===== config.mk =====
export PLATFORM = sky130hd
export DESIGN_NAME = axi_line_bridge
export DESIGN_NICKNAME = d
export VERILOG_FILES = /design/src/axi_bridge_pkg.sv /design/src/line_cmd_if.sv /design/src/line_request_ctrl.sv /design/src/line_read_engine.sv /design/src/line_write_engine.sv /design/src/axi_line_bridge.sv
export SDC_FILE = /design/constraint.sdc
export NUM_CORES = 1
export LEC_CHECK = 0
export ABC_CLOCK_PERIOD_IN_PS = 11500
export BUFFER_PORTS_ARGS = -buffer_cell sky130_fd_sc_hd__buf_2
export CORE_AREA = 2 2 287 289
export DETAILED_ROUTE_END_ITERATION = 8
export DIE_AREA = 0 0 289 291
export PLACE_DENSITY = 0.64
export RECOVER_POWER = 25
export SLEW_MARGIN = 20
export SYNTH_ARGS = -nofsm -noshare
export SYNTH_HDL_FRONTEND = slang
export SYNTH_SLANG_ARGS = --single-unit

===== constraint.sdc =====
create_clock -name clk -period 11.5 [get_ports clk]
set_input_delay 2.3 -clock clk [delete_from_list [all_inputs] [get_ports clk]]
set_output_delay 2.3 -clock clk [all_outputs]
set_load 0.1 [all_outputs]

===== src/axi_bridge_pkg.sv =====
package axi_bridge_pkg;

    // line geometry
    localparam int LINE_BEATS       = 8;
    localparam int LINE_OFFSET_BITS = 5;

    typedef logic [31:0] addr_t;
    typedef logic [31:0] data_t;
    typedef logic [3:0]  strb_t;
    // beat 0 sits in the low word
    typedef logic [LINE_BEATS*$bits(data_t)-1:0] line_t;
    typedef logic [2:0]  beat_idx_t;

    // axi burst fields
    typedef logic [7:0] axi_len_t;
    typedef logic [2:0] axi_size_t;
    typedef logic [1:0] axi_burst_t;
    typedef logic [3:0] axi_id_t;

    // len field is beats minus one
    localparam axi_len_t   AXI_LEN_LINE   = 8'd7;
    localparam axi_size_t  AXI_SIZE_WORD  = 3'd2;
    localparam axi_burst_t AXI_BURST_INCR = 2'd1;

    // request code from the cache
    typedef enum logic [1:0] {
        REQ_NONE       = 2'd0,
        REQ_LOAD_LINE  = 2'd1,
        REQ_STORE_LINE = 2'd2
    } line_req_e;

    // request controller states
    typedef enum logic [1:0] {
        IDLE   = 2'd0,
        READ   = 2'd1,
        WRITE  = 2'd2,
        FINISH = 2'd3
    } ctrl_state_e;

endpackage


===== src/line_cmd_if.sv =====
`timescale 1ns/1ps

interface line_cmd_if import axi_bridge_pkg::*; ();

    // start pulses from the controller
    logic  rd_start;
    logic  wr_start;
    // aligned line address, stable while an engine is busy
    addr_t line_addr;
    line_t wr_line;

    // completion back from the engines
    logic  rd_done;
    logic  wr_done;
    line_t rd_line;

    modport ctrl (
        output rd_start, wr_start, line_addr, wr_line,
        input  rd_done, wr_done, rd_line
    );

    // both engines share this view
    modport engine (
        input  rd_start, wr_start, line_addr, wr_line,
        output rd_done, wr_done, rd_line
    );

endinterface


===== src/line_request_ctrl.sv =====
`timescale 1ns/1ps

module line_request_ctrl import axi_bridge_pkg::*; (
    input  logic      clk,
    input  logic      rstn,
    input  line_req_e req,
    input  addr_t     ad,
    input  line_t     wblock,
    output logic      ready,
    output logic      task_finish,
    output line_t     rblock,
    line_cmd_if.ctrl  cmd
);

    ctrl_state_e state;
    logic        accept;

    // a request only counts while idle
    assign accept = (state == IDLE) && (req != REQ_NONE);

    always_ff @(posedge clk) begin
        if (!rstn) begin
            state        <= IDLE;
            cmd.rd_start <= 1'b0;
            cmd.wr_start <= 1'b0;
        end else begin
            cmd.rd_start <= accept && (req == REQ_LOAD_LINE);
            cmd.wr_start <= accept && (req == REQ_STORE_LINE);
            unique case (state)
                IDLE: begin
                    if (req == REQ_LOAD_LINE) begin
                        state <= READ;
                    end else if (req == REQ_STORE_LINE) begin
                        state <= WRITE;
                    end
                end
                READ: begin
                    if (cmd.rd_done) begin
                        state <= FINISH;
                    end
                end
                WRITE: begin
                    if (cmd.wr_done) begin
                        state <= FINISH;
                    end
                end
                FINISH: begin
                    state <= IDLE;
                end
                default: begin
                    state <= IDLE;
                end
            endcase
        end
    end

    // address and store data, latched at acceptance
    always_ff @(posedge clk) begin
        if (accept) begin
            cmd.line_addr <= {ad[$bits(addr_t)-1:LINE_OFFSET_BITS], {LINE_OFFSET_BITS{1'b0}}};
        end
        if (accept && (req == REQ_STORE_LINE)) begin
            cmd.wr_line <= wblock;
        end
    end

    // loaded line held until the next load completes
    always_ff @(posedge clk) begin
        if ((state == READ) && cmd.rd_done) begin
            rblock <= cmd.rd_line;
        end
    end

    assign ready       = (state == IDLE);
    assign task_finish = (state == FINISH);

endmodule


===== src/line_read_engine.sv =====
`timescale 1ns/1ps

module line_read_engine import axi_bridge_pkg::*; #(
    parameter axi_id_t READ_ID = 4'd1
) (
    input  logic        clk,
    input  logic        rstn,
    line_cmd_if.engine  cmd,
    // ar channel
    output axi_id_t     arid,
    output addr_t       araddr,
    output axi_len_t    arlen,
    output axi_size_t   arsize,
    output axi_burst_t  arburst,
    output logic        arvalid,
    input  logic        arready,
    // r channel
    input  data_t       rdata,
    input  logic        rlast,
    input  logic        rvalid,
    output logic        rready
);

    beat_idx_t beat;
    line_t     line_q;
    logic      busy;

    // busy from the start until the last beat
    assign busy = arvalid || rready;

    always_ff @(posedge clk) begin
        if (!rstn) begin
            arvalid     <= 1'b0;
            rready      <= 1'b0;
            beat        <= '0;
            cmd.rd_done <= 1'b0;
        end else begin
            cmd.rd_done <= 1'b0;
            if (cmd.rd_start && !busy) begin
                arvalid <= 1'b1;
            end
            if (arvalid && arready) begin
                arvalid <= 1'b0;
                rready  <= 1'b1;
                beat    <= '0;
            end
            if (rvalid && rready) begin
                beat <= beat + 1'b1;
                // rlast closes the burst whatever the count
                if (rlast) begin
                    rready      <= 1'b0;
                    cmd.rd_done <= 1'b1;
                end
            end
        end
    end

    // burst address and gathered words
    always_ff @(posedge clk) begin
        if (cmd.rd_start && !busy) begin
            araddr <= cmd.line_addr;
        end
        if (rvalid && rready) begin
            line_q[beat*$bits(data_t) +: $bits(data_t)] <= rdata;
        end
    end

    assign arid        = READ_ID;
    assign arlen       = AXI_LEN_LINE;
    assign arsize      = AXI_SIZE_WORD;
    assign arburst     = AXI_BURST_INCR;
    assign cmd.rd_line = line_q;

endmodule


===== src/line_write_engine.sv =====
`timescale 1ns/1ps

module line_write_engine import axi_bridge_pkg::*; #(
    parameter axi_id_t WRITE_ID = 4'd2
) (
    input  logic        clk,
    input  logic        rstn,
    line_cmd_if.engine  cmd,
    // aw channel
    output axi_id_t     awid,
    output addr_t       awaddr,
    output axi_len_t    awlen,
    output axi_size_t   awsize,
    output axi_burst_t  awburst,
    output logic        awvalid,
    input  logic        awready,
    // w channel
    output data_t       wdata,
    output strb_t       wstrb,
    output logic        wlast,
    output logic        wvalid,
    input  logic        wready,
    // b channel
    input  logic        bvalid,
    output logic        bready
);

    beat_idx_t beat;
    logic      last_beat;
    logic      busy;

    // one of the three phases is active
    assign busy      = awvalid || wvalid || bready;
    assign last_beat = (beat == beat_idx_t'(LINE_BEATS - 1));

    always_ff @(posedge clk) begin
        if (!rstn) begin
            awvalid     <= 1'b0;
            wvalid      <= 1'b0;
            bready      <= 1'b0;
            beat        <= '0;
            cmd.wr_done <= 1'b0;
        end else begin
            cmd.wr_done <= 1'b0;
            // address phase
            if (cmd.wr_start && !busy) begin
                awvalid <= 1'b1;
            end
            if (awvalid && awready) begin
                awvalid <= 1'b0;
                wvalid  <= 1'b1;
                beat    <= '0;
            end
            // data phase, one word per handshake
            if (wvalid && wready) begin
                beat <= beat + 1'b1;
                if (last_beat) begin
                    wvalid <= 1'b0;
                    bready <= 1'b1;
                end
            end
            // response phase
            if (bready && bvalid) begin
                bready      <= 1'b0;
                cmd.wr_done <= 1'b1;
            end
        end
    end

    always_ff @(posedge clk) begin
        if (cmd.wr_start && !busy) begin
            awaddr <= cmd.line_addr;
        end
    end

    // wr_line is held by the controller for the whole burst
    assign wdata = cmd.wr_line[beat*$bits(data_t) +: $bits(data_t)];
    assign wstrb = '1;
    assign wlast = wvalid && last_beat;

    assign awid    = WRITE_ID;
    assign awlen   = AXI_LEN_LINE;
    assign awsize  = AXI_SIZE_WORD;
    assign awburst = AXI_BURST_INCR;

endmodule


===== src/axi_line_bridge.sv =====
`timescale 1ns/1ps

module axi_line_bridge import axi_bridge_pkg::*; #(
    parameter axi_id_t READ_ID  = 4'd1,
    parameter axi_id_t WRITE_ID = 4'd2
) (
    input  logic        clk,
    input  logic        rstn,
    // cache side
    input  line_req_e   req,
    input  addr_t       ad,
    input  line_t       wblock,
    output logic        ready,
    output logic        task_finish,
    output line_t       rblock,
    // read address
    output axi_id_t     arid,
    output addr_t       araddr,
    output axi_len_t    arlen,
    output axi_size_t   arsize,
    output axi_burst_t  arburst,
    output logic        arvalid,
    input  logic        arready,
    // read data
    input  data_t       rdata,
    input  logic        rlast,
    input  logic        rvalid,
    output logic        rready,
    // write address
    output axi_id_t     awid,
    output addr_t       awaddr,
    output axi_len_t    awlen,
    output axi_size_t   awsize,
    output axi_burst_t  awburst,
    output logic        awvalid,
    input  logic        awready,
    // write data
    output data_t       wdata,
    output strb_t       wstrb,
    output logic        wlast,
    output logic        wvalid,
    input  logic        wready,
    // write response
    input  logic        bvalid,
    output logic        bready
);

    line_cmd_if cmd_if ();

    line_request_ctrl i_line_request_ctrl (
        .clk         (clk),
        .rstn        (rstn),
        .req         (req),
        .ad          (ad),
        .wblock      (wblock),
        .ready       (ready),
        .task_finish (task_finish),
        .rblock      (rblock),
        .cmd         (cmd_if.ctrl)
    );

    line_read_engine #(
        .READ_ID (READ_ID)
    ) i_line_read_engine (
        .clk     (clk),
        .rstn    (rstn),
        .cmd     (cmd_if.engine),
        .arid    (arid),
        .araddr  (araddr),
        .arlen   (arlen),
        .arsize  (arsize),
        .arburst (arburst),
        .arvalid (arvalid),
        .arready (arready),
        .rdata   (rdata),
        .rlast   (rlast),
        .rvalid  (rvalid),
        .rready  (rready)
    );

    line_write_engine #(
        .WRITE_ID (WRITE_ID)
    ) i_line_write_engine (
        .clk     (clk),
        .rstn    (rstn),
        .cmd     (cmd_if.engine),
        .awid    (awid),
        .awaddr  (awaddr),
        .awlen   (awlen),
        .awsize  (awsize),
        .awburst (awburst),
        .awvalid (awvalid),
        .awready (awready),
        .wdata   (wdata),
        .wstrb   (wstrb),
        .wlast   (wlast),
        .wvalid  (wvalid),
        .wready  (wready),
        .bvalid  (bvalid),
        .bready  (bready)
    );

endmodule


# Yosys cells after proc, flatten, opt, wreduce, memory -nomap -nowiden
# Index checks and enable logic that the tools add are counted.
# W data, S select, Z words.
# op_classes
add_sub_neg	3
n_eq_ne	9
shifts	3
mux	18
bitwise	1
reduce_logical	27
# op_table
cell	n
$bwmux W256	1
$shift A32 B34 Y256 const A	1
$shiftx A256 B9 Y32	1
$shiftx A32 B34 Y256	1
$neg A8 Y34	1
$logic_and A1 B1 Y1	12
$mux W3	4
$mux W1	8
$mux W2	4
$pmux W2 S4	1
$add A3 B1 Y3 const B	2
$eq A2 B2 Y1 const B	3
$reduce_bool A2 Y1	3
$reduce_or A2 Y1	3
$eq A2 B1 Y1 const B	2
$ne A2 B1 Y1 const B	2
$reduce_and A2 Y1	2
$eq A3 B3 Y1 const B	1
$logic_or A1 B1 Y1	3
$ne A3 B1 Y1 const B	1
$reduce_and A3 Y1	1
$logic_not A1 Y1	2
$logic_not A2 Y1	1
$not A1 Y1	1
# word_totals
register_bits	866
input_bits	330
output_inout_bits	398
elab_cells	79

# Depth between registers and ports, before layout
# logic_depth
depth_word	4
mapped_depth	9

# Worst setup path after synthesis
# OpenSTA, ideal clock, no wires.
# synth_path
path_kind	input port to flip-flop
from	in req[0]
to	reg i_line_request_ctrl.cmd.wr_line[0], enable pin
t_arrival_ns	9.776
path_slack_ns	1.074
stages	4
n_path_buf	0
path_cell_list	inv_1 > ha_1 > nor2b_1 > and2_1
# synth_via
elab_chain_cells	3
elab_cells_between_ends	4
# synth_lines
item	line	text
start: declaration	axi_line_bridge.sv:10	input line_req_e req,
$reduce_bool A2 Y1	line_request_ctrl.sv:19	assign accept = (state == IDLE) && (req != REQ_NONE);
$logic_and A1 B1 Y1	line_request_ctrl.sv:19	
named net i_line_request_ctrl.accept	line_request_ctrl.sv:16	logic accept;
$logic_and A1 B1 Y1	line_request_ctrl.sv:62	if (accept && (req == REQ_STORE_LINE)) begin
end signal: assignment	line_request_ctrl.sv:63	cmd.wr_line <= wblock;
end: declaration	line_cmd_if.sv:18	output rd_start, wr_start, line_addr, wr_line,
# The timed path passes the listed nets, and every way through them passes these cells.
# A chain may end at the register's enable or synchronous reset.

# Worst setup path after layout
# layout_path
from	reg i_line_write_engine.beat[0]
to	out wdata[22]
# layout_via
elab_chain_cells	1
# layout_lines
item	line	text
start: declaration	line_write_engine.sv:28	beat_idx_t beat;
start signal: assignment	line_write_engine.sv:56	beat <= beat + 1'b1;
$shiftx A256 B9 Y32	line_write_engine.sv:77	assign wdata = cmd.wr_line[beat*$bits(data_t) +: $bits(data_t)];
end: declaration	axi_line_bridge.sv:38	output data_t wdata,
# No other way between the ends.

==> out/summary.txt <==
Status - finished, violations left
Failing checks - max-capacitance violations, max-slew violations
Post-CTS Hold Fix Bufs - 0
Largest net degree at the start of global routing - 172
Slew @ Worst Pin - 3.448 ns
Die area - 0.08410 mm2
Crit Path Max Fanout - 43
Hold Path Sink - i_line_request_ctrl.rblock[60]
Yosys top cell area share - 84.06%
Reg-to-reg slack, setup - 6.17 ns
Synth Area in Adders - 0.5776%
HP Start - i_line_read_engine.cmd.rd_line[60]
FF-to-FF Start - i_line_request_ctrl.state[1]
Gr usage total - 17.25%
Worst Hold Depth - 0
Synth Area in Compound Gates - 0.3630%
Multiplexer area fraction after synthesis - 6.044%
Peak VDD IR - 0.1321 mV
Area share of and/or/nand/nor cells after synthesis - 5.722%
CTS tree - built
Post-DRT Antenna Nets - 0
Area Growth Syn to Fin - 24.78%
Max Root-Sink Buffers - 3
Core ar. - 0.08119 mm2
Sequential share of the synthesized area - 85.18%
Worst-case reg-to-reg path depth - 5
Cell taking the most area after synthesis - edfxtp_1
Global-route wire length before repair - 104.6 mm
Initial antenna violation count - 24
CP bufs+invs - 2
Vias in the first global route - 15734
CP delay by family, top - buffers and inverters
Iteration-0 DRC Markers - 943
H-Tree Depth - 3
Mapped Cells - 1454
RD Place Congestion - 0.8170
Die Y - 291 um
Cell Chain, Critical Path - buf_4 -> mux4_2 -> mux2_2 -> buf_2
Final Max Tran Viols - 102
Skew final - 0.04771 ns
Top cells by area, synth - edfxtp_1 84%, mux4_2 4.8%, and2_1 2.7%
Ys async rst share - 0%
Synthesized cell area - 0.03033 mm2
WP data arrival - 3.45 ns
Setup TNS - 0 ns
# clock sinks - 866
Die W - 289 um
Number of synthesized flops with an enable pin - 849
Slowest stage delay, CP - 0.74 ns
Fin crit period - 5.750 ns
DRC Markers - 0
Root buf cell - clkbuf_16
Slew Limit Headroom - -129.8%
Commonest register cell after synthesis - edfxtp_1
Final global-route overflow total - 0
CTS buffer count - 85
XOR/XNOR Fraction of Synth Area - 0%
Leakage Power - 14.07 nW
Final Hold Vio Count - 0
Power Dens Cells - 184.2 mW/mm2
RSZ-0062 raised after global routing - no
Final core occ - 46.61%
Top-count cell post-synth - edfxtp_1
Hold Crit Class - reg -> reg
Number of max-cap violations - 3
CP required - 9.20 ns
Initial Utilization - 37.36%
Largest family of logic cells by synthesized area - multiplexers
Setup Buffers After CTS - 0
RR Endpoint - i_line_request_ctrl.rblock[232]
CP max stage cell - buf_4
Max Clk Rate - 0.1739 GHz
DP Wirelength - 52.33 mm
Via-to-Cell Ratio - 4.623
Final setup fails - 0
Detailed-router iteration count before antenna repair - 7
DR vias - 15444
Syn Area/Cell - 20.86 um2
Critical Path Start Type - flop
Worst setup EP type - output port
Share of cells above drive strength 1 - 41.48%
Nets@finish - 2529
Tcrit/Tclk final - 50.00%
Routed Wire Length - 74.03 mm
Seq cells post-synth - 866
CP Class - reg -> out
Synth warn - 0
Reg clk slew, reported paths - 0.06 ns
Port buffer count - 674
Synth unique cells - 37
CTS resizes - 0
Cell Rows - 105
Clock latency on the worst-skew pair - 0.64 ns
Synth cell count leaders - 849 x edfxtp_1, 139 x nor2_1, 133 x and2_1, 64 x mux4_2, 52 x buf_4
Ports - 728
Routed length per instance - 22.16 um
-- area by class of cell --
class	count	area [um2]
inverters	13	48.80
clock buffers	104	2220
repair buffers	697	3676
well taps	1070	1339
clock inverters	52	546.8
flip-flops and latches	866	25840
diodes	17	42.54
multi-input cells	522	4129
fillers	6926	43350
-- layer usage --
layer	vias to the layer above	share of wire, %	GRT usage, %	routed length [um]
met5	-	0.14	0	103
met4	18	3.4	5.896	2497
li1	6952	-	-	-
met3	156	9.4	4.969	6975
met2	783	51	30.27	38020
met1	7535	36	20.13	26440
-- power by group --
part,internal [mW],switching [mW],leakage [nW],total [mW]
Clock,1.55,1.18,1.34,2.73
Sequential,3.63,0.0499,8.58,3.68
Combinational,0.122,0.431,4.16,0.553
Total,5.31,1.66,14.1,6.97
-- how the worst max path moves through the flow --
stage / startpoint / endpoint / slack, ns / cells after the start
2_1_floorplan: req[0] / i_line_request_ctrl.cmd.wr_line[0] / 1.07 / 4
3_3_place_gp: req[0] / i_line_request_ctrl.cmd.wr_line[188] / 6.22 / 7
3_5_place_dp: req[0] / i_line_request_ctrl.cmd.wr_line[188] / 6.14 / 7
4_1_cts: i_line_write_engine.beat[0] / wdata[22] / 5.57 / 4
5_1_grt: i_line_write_engine.beat[0] / wdata[22] / 5.45 / 4
6_report: i_line_write_engine.beat[0] / wdata[22] / 5.75 / 4
-- kinds of logic after synthesis --
group           Yosys count
flops                   866
simple gates            344
buf+inv                 112
mux                      99
compound gates           17
fa+ha+maj                14
other cells               2
-- sequential cells by signal, summed over array words and instances, names as in the netlist, 2 cells and up --
name / count
i_line_write_engine.beat: 3
i_line_read_engine.cmd.rd_line: 256
i_line_read_engine.araddr: 27
i_line_request_ctrl.cmd.wr_line: 256
i_line_request_ctrl.rblock: 256
i_line_request_ctrl.state: 2
i_line_read_engine.beat: 3
i_line_write_engine.awaddr: 27
i_line_request_ctrl.cmd.line_addr: 27
-- cells in the final DEF (no fill, tap or decap), types with 3 or more instances in the layout --
cell and instances:
a21oi_1 8, and2_1 130, and3_1 7, buf_12 3, buf_16 5, buf_2 674
buf_4 13, bufinv_16 7, clkbuf_1 20, clkbuf_16 86, clkinv_1 17, clkinv_16 3
clkinv_2 14, clkinv_4 3, clkinvlp_4 4, conb_1 48, dfxtp_1 14, diode_2 17
edfxtp_1 849, ha_1 14, inv_1 13, mux2_2 33, mux4_2 64, nand2_1 42
nand2b_1 3, nand3_1 4, nor2_1 132, nor2_4 7
-- stage by stage --
stage	power [mW]	std cells	hold WS, ns	instance area, um2	setup slack [ns]
2_1_floorplan	4.167	1500	0.4003	30500	1.074
3_3_place_gp	4.289	3161	0.4022	34880	6.222
3_5_place_dp	4.309	3163	0.4045	34930	6.140
4_1_cts	7.041	3319	0.4002	37700	5.568
5_1_grt	7.188	3329	0.4002	37820	5.454
6_report	6.970	3341	0.3952	37850	5.750
(Power assumes the default switching activity.)
